[src/hw/life_config.svh]
////////////////////////////////////////
// grid depth must be a power of two and equal 2**LIFE_ADDR_BITS
// row width must match the 32-bit seed LFSR
////////////////////////////////////////
`ifndef LIFE_CONFIG_SVH
`define LIFE_CONFIG_SVH

// grid geometry
`define LIFE_WIDTH 32
`define LIFE_DEPTH 32
`define LIFE_ADDR_BITS 5

// generation counter width
`define LIFE_GEN_BITS 32

// engine write trails its window read by this many cycles
// fixed by the engine stage structure
`define LIFE_WRITE_DELAY 5

// galois lfsr, taps 32 22 2 1, shifting right
`define LFSR_SEED 32'hACE1_2B67
`define LFSR_TAPS 32'h8020_0003

// idle cycles after reset before the grid is seeded
`define INIT_WAIT_CYCLES 64

// fire button timing, simulation scale
`define DEBOUNCE_PRESS_CYCLES 20
`define DEBOUNCE_PULSE_CYCLES 80
`define DEBOUNCE_LONG_CYCLES 300
`define DEBOUNCE_RELEASE_CYCLES 200

`endif
[src/hw/life_ctrl_pkg.sv]
////////////////////////////////////////
// state encodings for the control FSMs
////////////////////////////////////////
`default_nettype none

package life_ctrl_pkg;

	// fire button debounce FSM
	typedef enum logic [2:0] {
		btn_idle,
		btn_wait_press,
		btn_wait_pulse,
		btn_wait_long,
		btn_long,
		btn_wait_off,
		btn_wait_long_off
	} button_state_e;

	// generation sequencer FSM
	typedef enum logic [1:0] {
		seq_wait_init,
		seq_idle,
		seq_run
	} seq_state_e;

endpackage

`default_nettype wire

[src/hw/life_grid_pkg.sv]
////////////////////////////////////////
// grid data types, sized from the config header
////////////////////////////////////////
`default_nettype none

`include "life_config.svh"

package life_grid_pkg;

	// one full row of cells, bit n is column n
	typedef logic [`LIFE_WIDTH-1:0] cell_row_t;

	// row index into one bank
	typedef logic [`LIFE_ADDR_BITS-1:0] row_addr_t;

	// finished generations since reset
	typedef logic [`LIFE_GEN_BITS-1:0] gen_count_t;

	// travels with every window read down the engine pipe
	// compute clear for the two priming reads
	typedef struct packed {
		logic      compute;
		row_addr_t dest;
	} slot_tag_t;

endpackage

`default_nettype wire

[src/hw/life_top.sv]
////////////////////////////////////////
// single clock, reset synchronous and active high
////////////////////////////////////////
`default_nettype none

module life_top
	import life_grid_pkg::*;
(
	input  logic clk,
	input  logic reset,
	input  logic fire_button,
	input  logic row_req,
	input  row_addr_t row_addr,
	output cell_row_t row_data,
	output logic row_valid,
	output gen_count_t gen_count,
	output logic busy,
	output logic init_done
);

	// button to sequencer
	logic press_pulse;
	logic hold;

	// seeder to engine
	logic seed_we;
	row_addr_t seed_addr;
	cell_row_t seed_row;

	// sequencer to engine
	row_addr_t rd_addr;
	logic rd_bank;
	logic shift_en;
	logic ld;
	logic swap;
	slot_tag_t slot_tag;

	button_debounce button_debounce_i (
		.clk(clk),
		.reset(reset),
		.button(fire_button),
		.press_pulse(press_pulse),
		.hold(hold)
	);

	grid_seeder grid_seeder_i (
		.clk(clk),
		.reset(reset),
		.seed_we(seed_we),
		.seed_addr(seed_addr),
		.seed_row(seed_row),
		.init_done(init_done)
	);

	generation_sequencer generation_sequencer_i (
		.clk(clk),
		.reset(reset),
		.press_pulse(press_pulse),
		.hold(hold),
		.init_done(init_done),
		.row_req(row_req),
		.row_addr(row_addr),
		.rd_addr(rd_addr),
		.rd_bank(rd_bank),
		.shift_en(shift_en),
		.ld(ld),
		.swap(swap),
		.busy(busy),
		.slot_tag(slot_tag),
		.gen_count(gen_count)
	);

	life_engine life_engine_i (
		.clk(clk),
		.reset(reset),
		.rd_addr(rd_addr),
		.rd_bank(rd_bank),
		.shift_en(shift_en),
		.ld(ld),
		.swap(swap),
		.slot_tag(slot_tag),
		.seed_we(seed_we),
		.seed_addr(seed_addr),
		.seed_row(seed_row),
		.row_data(row_data),
		.row_valid(row_valid)
	);

endmodule

`default_nettype wire

[src/hw/life_engine.sv]
////////////////////////////////////////
// seeder and generation writes must never overlap
// window reads from the current bank, results go to the other
////////////////////////////////////////
`default_nettype none

`include "life_config.svh"

module life_engine
	import life_grid_pkg::*;
(
	input  logic clk,
	input  logic reset,
	input  row_addr_t rd_addr,
	input  logic rd_bank,
	input  logic shift_en,
	input  logic ld,
	input  logic swap,
	input  slot_tag_t slot_tag,
	input  logic seed_we,
	input  row_addr_t seed_addr,
	input  cell_row_t seed_row,
	output cell_row_t row_data,
	output logic row_valid
);

	localparam int W = `LIFE_WIDTH;
	localparam int WD = `LIFE_WRITE_DELAY;

	logic bank;
	logic [WD:1] sh_d;
	slot_tag_t [WD:1] tag_d;
	logic [2:1] ld_d;
	cell_row_t rd_data;
	// [0] newest row, [1] centre, [2] oldest
	cell_row_t [2:0] win;
	logic [W-1:0][1:0] add3;
	logic [W-1:0][1:0] add3_q;
	cell_row_t center_q;
	logic [W-1:0][3:0] add9;
	cell_row_t next_row;
	cell_row_t result_q;
	logic wr_en;

	cell_ram cell_ram_i (
		.clk(clk),
		.wr_en(wr_en),
		.wr_bank(seed_we ? 1'b0 : ~bank),
		.wr_addr(seed_we ? seed_addr : tag_d[WD].dest),
		.wr_data(seed_we ? seed_row : result_q),
		.rd_bank(rd_bank),
		.rd_addr(rd_addr),
		.rd_data(rd_data)
	);

	assign wr_en = seed_we || (sh_d[WD] && tag_d[WD].compute);

	// control pipe, tags follow their own shift slot
	always_ff @(posedge clk) begin
		if (reset) begin
			bank <= 1'b0;
			sh_d <= '0;
			ld_d <= '0;
			row_valid <= 1'b0;
		end else begin
			if (swap)
				bank <= ~bank;
			sh_d <= {sh_d[WD-1:1], shift_en};
			ld_d <= {ld_d[1], ld};
			row_valid <= ld_d[2];
		end
	end

	always_ff @(posedge clk) begin
		if (shift_en)
			tag_d[1] <= slot_tag;
		for (int k = 2; k <= WD; k++) begin
			if (sh_d[k-1])
				tag_d[k] <= tag_d[k-1];
		end
		// readout latch, held until the next request
		if (ld_d[2])
			row_data <= rd_data;
	end

	////////////////////////////////////////
	// window, sums and rule
	////////////////////////////////////////
	always_comb begin
		for (int ii = 0; ii < W; ii++) begin
			add3[ii] = {1'b0, win[2][ii]} + {1'b0, win[1][ii]} + {1'b0, win[0][ii]};
		end
		// horizontal neighbours wrap around the row ends
		for (int ii = 0; ii < W; ii++) begin
			add9[ii] = {2'b00, add3_q[(ii + W - 1) % W]} + {2'b00, add3_q[ii]} +
				{2'b00, add3_q[(ii + 1) % W]};
			next_row[ii] = (add9[ii] == 4'd3) || ((add9[ii] == 4'd4) && center_q[ii]);
		end
	end

	always_ff @(posedge clk) begin
		if (sh_d[2])
			win <= {win[1:0], rd_data};
		if (sh_d[3]) begin
			add3_q <= add3;
			center_q <= win[1];
		end
		if (sh_d[4])
			result_q <= next_row;
	end

endmodule

`default_nettype wire

[src/hw/cell_ram.sv]
////////////////////////////////////////
// two banks of depth rows, two cycle read
// read of a row written the cycle before returns the new data
////////////////////////////////////////
`default_nettype none

`include "life_config.svh"

module cell_ram
	import life_grid_pkg::*;
(
	input  logic clk,
	input  logic wr_en,
	input  logic wr_bank,
	input  row_addr_t wr_addr,
	input  cell_row_t wr_data,
	input  logic rd_bank,
	input  row_addr_t rd_addr,
	output cell_row_t rd_data
);

	// bank bit on top of the row index
	cell_row_t mem [0:2*`LIFE_DEPTH-1];
	logic [`LIFE_ADDR_BITS:0] rd_ptr;

	always_ff @(posedge clk) begin
		if (wr_en)
			mem[{wr_bank, wr_addr}] <= wr_data;
	end

	// address register, then output register
	always_ff @(posedge clk) begin
		rd_ptr <= {rd_bank, rd_addr};
		rd_data <= mem[rd_ptr];
	end

endmodule

`default_nettype wire

[src/hw/generation_sequencer.sv]
////////////////////////////////////////
// row_req always wins its cycle and stalls the window walk
// a press during a running generation is dropped
////////////////////////////////////////
`default_nettype none

`include "life_config.svh"

module generation_sequencer
	import life_grid_pkg::*;
	import life_ctrl_pkg::*;
(
	input  logic clk,
	input  logic reset,
	input  logic press_pulse,
	input  logic hold,
	input  logic init_done,
	input  logic row_req,
	input  row_addr_t row_addr,
	output row_addr_t rd_addr,
	output logic rd_bank,
	output logic shift_en,
	output logic ld,
	output logic swap,
	output logic busy,
	output slot_tag_t slot_tag,
	output gen_count_t gen_count
);

	localparam int CNT_BITS = $clog2(`LIFE_DEPTH + `LIFE_WRITE_DELAY + 2);
	// reads 0 .. depth+1, rows depth-1, 0 .. depth-1, 0
	localparam logic [CNT_BITS-1:0] LAST_READ = CNT_BITS'(`LIFE_DEPTH + 1);
	// cycle in which the final write lands
	localparam logic [CNT_BITS-1:0] SWAP_AT = CNT_BITS'(`LIFE_DEPTH + 1 + `LIFE_WRITE_DELAY);
	localparam logic [CNT_BITS-1:0] FIRST_TAGGED = CNT_BITS'(2);

	seq_state_e state;
	logic [CNT_BITS-1:0] cnt;
	logic bank;
	logic reading;

	assign reading = (state == seq_run) && (cnt <= LAST_READ);

	always_ff @(posedge clk) begin
		if (reset) begin
			state <= seq_wait_init;
			cnt <= '0;
			bank <= 1'b0;
			gen_count <= '0;
		end else begin
			case (state)
				seq_wait_init:
					if (init_done)
						state <= seq_idle;
				seq_idle:
					if (press_pulse || hold) begin
						state <= seq_run;
						cnt <= '0;
					end
				seq_run:
					if (cnt == SWAP_AT) begin
						bank <= ~bank;
						gen_count <= gen_count + 1'b1;
						cnt <= '0;
						// held button chains straight into the next one
						if (!hold)
							state <= seq_idle;
					end else if (!reading || !row_req) begin
						// drain cycles never stall
						cnt <= cnt + 1'b1;
					end
				default:
					state <= seq_wait_init;
			endcase
		end
	end

	////////////////////////////////////////
	// read slot outputs
	////////////////////////////////////////
	assign ld = row_req;
	assign shift_en = reading && !row_req;
	assign rd_addr = row_req ? row_addr : row_addr_t'(cnt[`LIFE_ADDR_BITS-1:0] - 1'b1);
	assign rd_bank = bank;

	// window centre sits one row behind the newest read
	assign slot_tag.compute = (cnt >= FIRST_TAGGED);
	assign slot_tag.dest = row_addr_t'(cnt[`LIFE_ADDR_BITS-1:0] - 2'd2);

	assign swap = (state == seq_run) && (cnt == SWAP_AT);
	assign busy = (state == seq_run);

endmodule

`default_nettype wire

[src/hw/grid_seeder.sv]
////////////////////////////////////////
// seeds bank 0 once after reset, then stays quiet
////////////////////////////////////////
`default_nettype none

`include "life_config.svh"

module grid_seeder
	import life_grid_pkg::*;
(
	input  logic clk,
	input  logic reset,
	output logic seed_we,
	output row_addr_t seed_addr,
	output cell_row_t seed_row,
	output logic init_done
);

	localparam int LAST = `INIT_WAIT_CYCLES + `LIFE_DEPTH;
	localparam int CNT_BITS = $clog2(LAST + 1);
	localparam logic [CNT_BITS-1:0] WRITE_START = CNT_BITS'(`INIT_WAIT_CYCLES);
	localparam logic [CNT_BITS-1:0] WRITE_END = CNT_BITS'(LAST);

	logic [CNT_BITS-1:0] cnt;
	logic [31:0] lfsr;

	// lfsr steps from one cycle before the first write
	// so row k sees k+1 steps
	always_ff @(posedge clk) begin
		if (reset) begin
			cnt <= '0;
			lfsr <= `LFSR_SEED;
		end else begin
			if (cnt != WRITE_END)
				cnt <= cnt + 1'b1;
			if (cnt >= WRITE_START - 1'b1 && cnt < WRITE_END - 1'b1)
				lfsr <= {1'b0, lfsr[31:1]} ^ (lfsr[0] ? `LFSR_TAPS : 32'h0);
		end
	end

	// one row per cycle in the write window
	assign seed_we = (cnt >= WRITE_START) && (cnt < WRITE_END);
	assign seed_addr = row_addr_t'(cnt - WRITE_START);
	assign seed_row = lfsr;

	// terminal count holds forever
	assign init_done = (cnt == WRITE_END);

endmodule

`default_nettype wire

[src/hw/button_debounce.sv]
////////////////////////////////////////
// raw async button in, one press pulse per clean press
// hold stays high while a long press lasts plus release debounce
////////////////////////////////////////
`default_nettype none

`include "life_config.svh"

module button_debounce
	import life_ctrl_pkg::*;
(
	input  logic clk,
	input  logic reset,
	input  logic button,
	output logic press_pulse,
	output logic hold
);

	localparam int PRESS_BITS = $clog2(`DEBOUNCE_LONG_CYCLES + 1);
	localparam int REL_BITS = $clog2(`DEBOUNCE_RELEASE_CYCLES + 1);

	logic [2:0] sync;
	logic btn;
	button_state_e state;
	logic [PRESS_BITS-1:0] press_cnt;
	logic [REL_BITS-1:0] release_cnt;

	// three flop synchronizer
	always_ff @(posedge clk) begin
		sync <= {sync[1:0], button};
	end
	assign btn = sync[2];

	////////////////////////////////////////
	// state machine
	////////////////////////////////////////
	always_ff @(posedge clk) begin
		if (reset) begin
			state <= btn_idle;
		end else begin
			case (state)
				btn_idle:
					state <= btn ? btn_wait_press : btn_idle;
				btn_wait_press:
					// glitch shorter than the press time falls back
					state <= !btn ? btn_idle :
						(press_cnt == `DEBOUNCE_PRESS_CYCLES) ? btn_wait_pulse : btn_wait_press;
				btn_wait_pulse:
					state <= (press_cnt == `DEBOUNCE_PULSE_CYCLES) ? btn_wait_long : btn_wait_pulse;
				btn_wait_long:
					state <= !btn ? btn_wait_off :
						(press_cnt >= `DEBOUNCE_LONG_CYCLES) ? btn_long : btn_wait_long;
				btn_long:
					state <= !btn ? btn_wait_long_off : btn_long;
				btn_wait_off:
					state <= btn ? btn_wait_long :
						(release_cnt == `DEBOUNCE_RELEASE_CYCLES) ? btn_idle : btn_wait_off;
				btn_wait_long_off:
					state <= btn ? btn_long :
						(release_cnt == `DEBOUNCE_RELEASE_CYCLES) ? btn_idle : btn_wait_long_off;
				default:
					state <= btn_idle;
			endcase
		end
	end

	// counters, press one saturates at the long threshold
	always_ff @(posedge clk) begin
		if (reset) begin
			press_cnt <= '0;
			release_cnt <= '0;
		end else begin
			if (state == btn_idle)
				press_cnt <= '0;
			else if (press_cnt != `DEBOUNCE_LONG_CYCLES)
				press_cnt <= press_cnt + 1'b1;
			if (state == btn_wait_off || state == btn_wait_long_off)
				release_cnt <= release_cnt + 1'b1;
			else
				release_cnt <= '0;
		end
	end

	// single cycle, coincides with entry to wait_pulse
	always_ff @(posedge clk) begin
		if (reset)
			press_pulse <= 1'b0;
		else
			press_pulse <= (state == btn_wait_press) && btn &&
				(press_cnt == `DEBOUNCE_PRESS_CYCLES);
	end

	assign hold = (state == btn_long) || (state == btn_wait_long_off);

endmodule

`default_nettype wire

[config.mk]
export PLATFORM = sky130hd
export DESIGN_NAME = life_top
export DESIGN_NICKNAME = d
export VERILOG_FILES = /design/src/hw/life_ctrl_pkg.sv /design/src/hw/life_grid_pkg.sv /design/src/hw/life_top.sv /design/src/hw/life_engine.sv /design/src/hw/cell_ram.sv /design/src/hw/generation_sequencer.sv /design/src/hw/grid_seeder.sv /design/src/hw/button_debounce.sv
export VERILOG_INCLUDE_DIRS = /design/src /design/src/hw
export SDC_FILE = /design/constraint.sdc
export NUM_CORES = 2
export LEC_CHECK = 0
export ABC_AREA = 1
export BUFFER_PORTS_ARGS = -buffer_cell sky130_fd_sc_hd__clkbuf_2
export CORE_ASPECT_RATIO = 0.6
export CORE_MARGIN = 10
export CORE_UTILIZATION = 40
export CTS_BUF_LIST = sky130_fd_sc_hd__clkbuf_2
export CTS_CLUSTER_SIZE = 12
export DETAILED_ROUTE_END_ITERATION = 10
export GPL_ROUTABILITY_DRIVEN = 0
export GPL_TIMING_DRIVEN = 1
export PLACE_DENSITY = 0.56
export SYNTH_ARGS = -nofsm -noshare
export SYNTH_HDL_FRONTEND = slang
export SYNTH_HIERARCHICAL = 1
export SYNTH_SLANG_ARGS = --single-unit
[constraint.sdc]
create_clock -name clk -period 13.65 [get_ports clk]
set_input_delay 0 -clock clk [delete_from_list [all_inputs] [get_ports clk]]
set_output_delay 0 -clock clk [all_outputs]
set_load 0.005 [all_outputs]
After elaboration in Yosys (flattened, before gate mapping)
Memory sizes are Yosys's and may differ from the RTL's. A register that Yosys moved wholly into a read port is not among the register bits.
Cells that the tools add are included.
Storage, ports and cells
  bits in registers: 405
  bits in latches: 0
  bits in writable memories: 2048
  memory bits (read-only): 0
  input bits: 9
  output and inout bits: 67
  word-level logic and storage cells: 411
  memories kept: 1
Memory list
  life_engine_i.cell_ram_i.mem: depth 64, width 32, rd ports 1, clocked after Yosys merged registers in 1, wr ports 1, line cell_ram.sv:23  | cell_row_t mem [0:2*`LIFE_DEPTH-1];
Operators by class
  $add $sub $neg: 136
  multipliers: 0
  div/mod/pow operators: 0
  order comparisons: 7
  equal/unequal tests: 84
  shift-type cells: 0
  multiplexer cells: 28
  bitwise gates (word level): 4
  reduce and logical (&&, ||, !) cells: 87
Operators by type and width (count)
  $add A4 B2 Y4: 32
  $eq A4 B2 Y1 const B: 32
  $eq A4 B3 Y1 const B: 32
  $add A2 B2 Y3: 32
  $add A1 B1 Y2: 32
  $add A2 B1 Y2: 32
  $mux W32: 2
  $logic_and A1 B1 Y1: 40
  $logic_or A1 B1 Y1: 37
  $add A32 B1 Y32 const B: 1
  $xor A31 B32 Y32: 1
  $mux W3: 7
  $pmux W3 S7: 1
  $mux W6: 3
  $lt A7 B7 Y1 const B: 2
  $mux W2: 6
  $pmux W6 S2: 1
  $mux W5: 2
  $sub A5 B1 Y5 const B: 2
  $add A9 B1 Y9 const B: 1
  $eq A3 B3 Y1 const B: 3
  $eq A9 B5 Y1 const B: 1
  $eq A9 B7 Y1 const B: 1
  $ge A9 B9 Y1 const B: 1
  other kinds (31): 42

Depth between registers and ports, before layout
  depth in word-level cells: 7
  gate-level depth with buffers: 13
  gate-level depth less buffers: 11

Hierarchy
Netlist, hierarchy kept.
By module, submodules not included
  cell_ram: times used 1, cells each 6775, area an instance 82858.2 µm², seq. area each 62259.7 µm²
  life_engine: times used 1, cells each 984, area an instance 13608.1 µm², seq. area each 8768.4 µm²
  generation_sequencer: times used 1, cells each 452, area an instance 2772.7 µm², seq. area each 820.8 µm²
  grid_seeder: times used 1, cells each 230, area an instance 1736.7 µm², seq. area each 780.7 µm²
  button_debounce: times used 1, cells each 177, area an instance 1233.7 µm², seq. area each 480.5 µm²

Least setup slack after synthesis
No wires, ideal clock.
  path type: reg-to-reg
  start point: reg grid_seeder_i.cnt[6]
  end point: mem life_engine_i/cell_ram_i/mem[50][0] (netlist bit) (enable)
  library setup time: 502 ps
  arrival time: 4512 ps
  data required time: 13148 ps
  setup slack: 8636 ps
  stages on the path, launching flop included: 9
  path buffers: 2
  clock period less this slack: 5014 ps
  cells stage by stage: dfxtp_1 > inv_1 > nor2_1 > buf_2 > nand2_1 > nand2_1 > clkbuf_1 > inv_1 > nor4_1
On the way
  word-level cells in the longest chain between the ends: 5
  elaborated cells on any way between the ends: 8
  classes of those cells: 2 x order compare; 4 x mux; 2 x reduce/logical
Ends and longest elaborated chain
  start: declaration: line grid_seeder.sv:24  | logic [CNT_BITS-1:0] cnt;
  start signal: assignment: line grid_seeder.sv:35  | cnt <= cnt + 1'b1;
  $ge A7 B7 Y1 or $lt A7 B7 Y1 (tied branches): line grid_seeder.sv:42  | assign seed_we = (cnt >= WRITE_START) && (cnt < WRITE_END);
  $logic_and A1 B1 Y1 (*): line grid_seeder.sv:42
  named net seed_we: line life_top.sv:26  | logic seed_we;
  $logic_or A1 B1 Y1: line life_engine.sv:56  | assign wr_en = seed_we || (sh_d[WD] && tag_d[WD].compute);
  $mux W1: line cell_ram.sv:27  | if (wr_en)
  $mux W1 (not written as such): line cell_ram.sv:28  | mem[{wr_bank, wr_addr}] <= wr_data;
  end: declaration: line cell_ram.sv:23
Mark *: on every way through the listed nets, which the timed path passes. The rest lies on a longest branch.

==> impl_metrics.json <==
{
  "coreArea_um2": 254000,
  "cts_max_path_buffers": 4,
  "synth_top_family_by_area": "simple AND/OR/NAND/NOR gates",
  "power.share.switching": 0.339,
  "fp.dieW_um": 673,
  "dp_cells": 11700,
  "vias": 68400,
  "dr.pass1.iters": 6,
  "internal_power_mw": 11.0,
  "fp-row-count": 143,
  "p_clk_frac": 0.295,
  "netlist_area_um2": 102000,
  "comb_power_share": 0.191,
  "tightest_slew_ps": 1350,
  "avgSynthCellArea_um2": 11.9,
  "fmax_ghz": 0.217,
  "dieHeight_um": 412,
  "grt_use_met1": 0.331,
  "clk_pin_slew_ps": 100,
  "synth_mux_area_frac": 0,
  "clock_latency_ps": 1700,
  "setup_viol": 0,
  "tns_ps": 0,
  "avgRoutedWirePerCell_um": 23.8,
  "max_cap_viol_count": 0,
  "multi_input_area_um2": 25800,
  "synth_compound_area_frac": 0.00441,
  "grt_pass1_vias": 63600,
  "period_needed_ps": 4610,
  "p_leak_nw": 41.0,
  "dieArea_um2": 277000,
  "power.switching_mw": 5.64,
  "ant_nets": 0,
  "final_nets": 9109,
  "sequentialPowerShare": 0.515,
  "cts_max_level": 6,
  "grtUsageMet2": 0.284,
  "fin_crit_sh": 0.338,
  "busiest_layer": "met1",
  "netlist_instances": 8618,
  "yosys.cell_types.count": 46,
  "drv_slew": 0,
  "whs_path_depth": 0,
  "hold_violations": 0,
  "initialDrtViolationCount": 8996,
  "grtUsageMet3": 0.0615,
  "ys_warn_count": 6,
  "synth_fa_ha_area_frac": 0.0287,
  "layout_commonest_cell": "nand2_1",
  "ys_seq_area_frac": 0.715,
  "crit_slowest_cell": "buf_12",
  "crit_fanout": 179,
  "drc": 0,
  "detailed_place_hpwl_um": 171000,
  "min_path_type": "flop to flop",
  "synthToLayoutAreaGrowth_pct": 9.10,
  "ios": 76,
  "seq_area_um2": 73100,
  "rsz0062_at_grt": "no",
  "arrival_ps": 6130,
  "overflow": 0,
  "holdWs_ps": 343,
  "cts_made_buffers": 563,
  "synth_xor_area_frac": 0.00129,
  "critical_path_required_ps": 15170,
  "crit_family": "buffers and inverters",
  "criticalPathCategory": "flop to flop",
  "ys_async_sr_fraction": 0,
  "status": "completed",
  "portBuffers": 75,
  "yosys_register_bits": 2485,
  "relSlewSlack": 0.0971,
  "cp.depth": 11,
  "filler_cell_count": 23700,
  "cp_cell_sequence": "inv_16 -> buf_12 -> buf_12 -> nand2_1 -> nand3_1 -> nand3_1 -> nand3_1 -> nand3_1 -> nand2_1 -> nand2_1 -> nand2_1",
  "drt_wl_total_um": 303000,
  "synth_top_flop_cell": "edfxtp_1",
  "grt_max_degree": 186,
  "cts_resized": 0,
  "cp-end-kind": "flop",
  "final_cell_mix": "2643 x nand2_1, 2334 x edfxtp_1, 2013 x nand3_1",
  "start_util": 0.403,
  "cts_tree": "yes",
  "fin_skew_ps": 135,
  "antenna_found_initial": 25,
  "finalNonFillerCells": 12700,
  "grt_use_total": 0.211,
  "powerDensity_nw_per_um2": 149,
  "synthSimpleGateAreaFrac": 0.212,
  "cp_num_buf_inv": 3,
  "synth-edff-count": 2334,
  "start_kind": "flop",
  "cts.sink_count": 2485,
  "root_buffer": "clkbuf_2",
  "peakVddDrop_mv": 0.0887,
  "drive_above_1_share": 0.134,
  "worst_path_largest_cell_delay_ps": 660,
  "reg2regPathDepth": 11,
  "drt-vias-per-instance": 5.37,
  "grt_pass1_wl_um": 436000,
  "synth_nets": 8804
}
## worst reg2reg max path: cells and delay by family (launching register included)
kind / cells / cell delay (ps)
buf+inv: 3 / 2230
simple gates: 8 / 1750
flops: 1 / 540
## per-layer routing
layer | wire length (um) | vias to the layer above
met1 | 140000 | 33700
met4 | 5310 | 10
met5 | 72 | -
met3 | 36100 | 369
li1 | - | 30900
met2 | 122000 | 3480
## final timing paths
check | from | endpoint | slack [ps]
max | life_engine_i/cell_ram_i/rd_ptr[0]$_DFF_P_ | life_engine_i/cell_ram_i/rd_data[16]$_DFF_P_ | 9040
min | button_debounce_i/sync[0]$_DFF_P_ | button_debounce_i/sync[1]$_DFF_P_ | 340
max reg2reg | life_engine_i/cell_ram_i/rd_ptr[0]$_DFF_P_ | life_engine_i/cell_ram_i/rd_data[16]$_DFF_P_ | 9040
min reg2reg | button_debounce_i/sync[0]$_DFF_P_ | button_debounce_i/sync[1]$_DFF_P_ | 340
## power by group through the flow
| stage | clock, mW | sequential (mW) | combinational (mW) |
|---|---|---|---|
| after floorplan | 0 | 8.51 | 1.85 |
| after global placement | 0 | 8.74 | 3.05 |
| after detailed placement | 0 | 8.74 | 3.06 |
| after CTS | 5.03 | 8.57 | 3.08 |
| after global routing | 5.43 | 8.56 | 3.37 |
| final | 4.90 | 8.56 | 3.17 |
## layout make-up
cell class / count / share of cell area
flip-flops and latches: 2485 / 0.656
multi-input cells: 5296 / 0.232
clock buffers: 856 / 0.0384
well taps: 3407 / 0.0382
repair buffers: 233 / 0.0159
inverters: 344 / 0.0119
clock inverters: 109 / 0.00787
diodes: 8 / 0.000180
## state kept, by name, indices dropped and copies added, names as in the netlist, 7 cells and up
name	flops
life_engine_i/cell_ram_i/mem	2048
life_engine_i/win	96
life_engine_i/add3_q	64
generation_sequencer_i/gen_count	32
grid_seeder_i/seed_row	32
life_engine_i/cell_ram_i/rd_data	32
life_engine_i/center_q	32
life_engine_i/result_q	32
life_engine_i/row_data	32
life_engine_i/tag_d	30
button_debounce_i/press_cnt	9
button_debounce_i/release_cnt	8
grid_seeder_i/cnt	7
## through the flow
step / total power [mW] / worst slack, ps / cell area (um^2) / utilization
after global placement: 11.8 / 9330 / 106000 / 0.418
after global routing: 17.4 / 8970 / 111000 / 0.439
after detailed placement: 11.8 / 9370 / 106000 / 0.418
after CTS: 16.7 / 9350 / 111000 / 0.439
after floorplan: 10.4 / 8640 / 102000 / -
final: 16.6 / 9040 / 112000 / 0.440
## Yosys cell counts, types with 17 or more instances
cell type	count	area share
clkbuf_1	84	0.0031
inv_1	331	0.012
nand3b_1	21	0.0015
ha_1	81	0.0099
nand2_1	2675	0.098
o21ai_0	18	0.00088
a21oi_1	54	0.0026
fa_1	96	0.019
buf_4	55	0.0040
buf_2	294	0.014
nand3_1	2013	0.099
buf_1	41	0.0015
nor2_1	238	0.0087
dfxtp_1	151	0.030
nand4_1	18	0.0011
buf_6	17	0.0019
edfxtp_1	2334	0.69
## logic make-up (layout without fill, tap and decap cells)
kind of cell,count (synthesis),count (layout)
other cells,0,8
fa+ha+maj,177,177
buf+inv,837,1542
flops,2485,2485
xor+xnor,15,15
compound gates,84,84
simple gates,5020,5020
## timing repair
action,in CTS,in global routing
hold buffers,34,0
buffers inserted,0,0
hold endpoints to repair,122,0
Power figures use the tool's default switching activity.
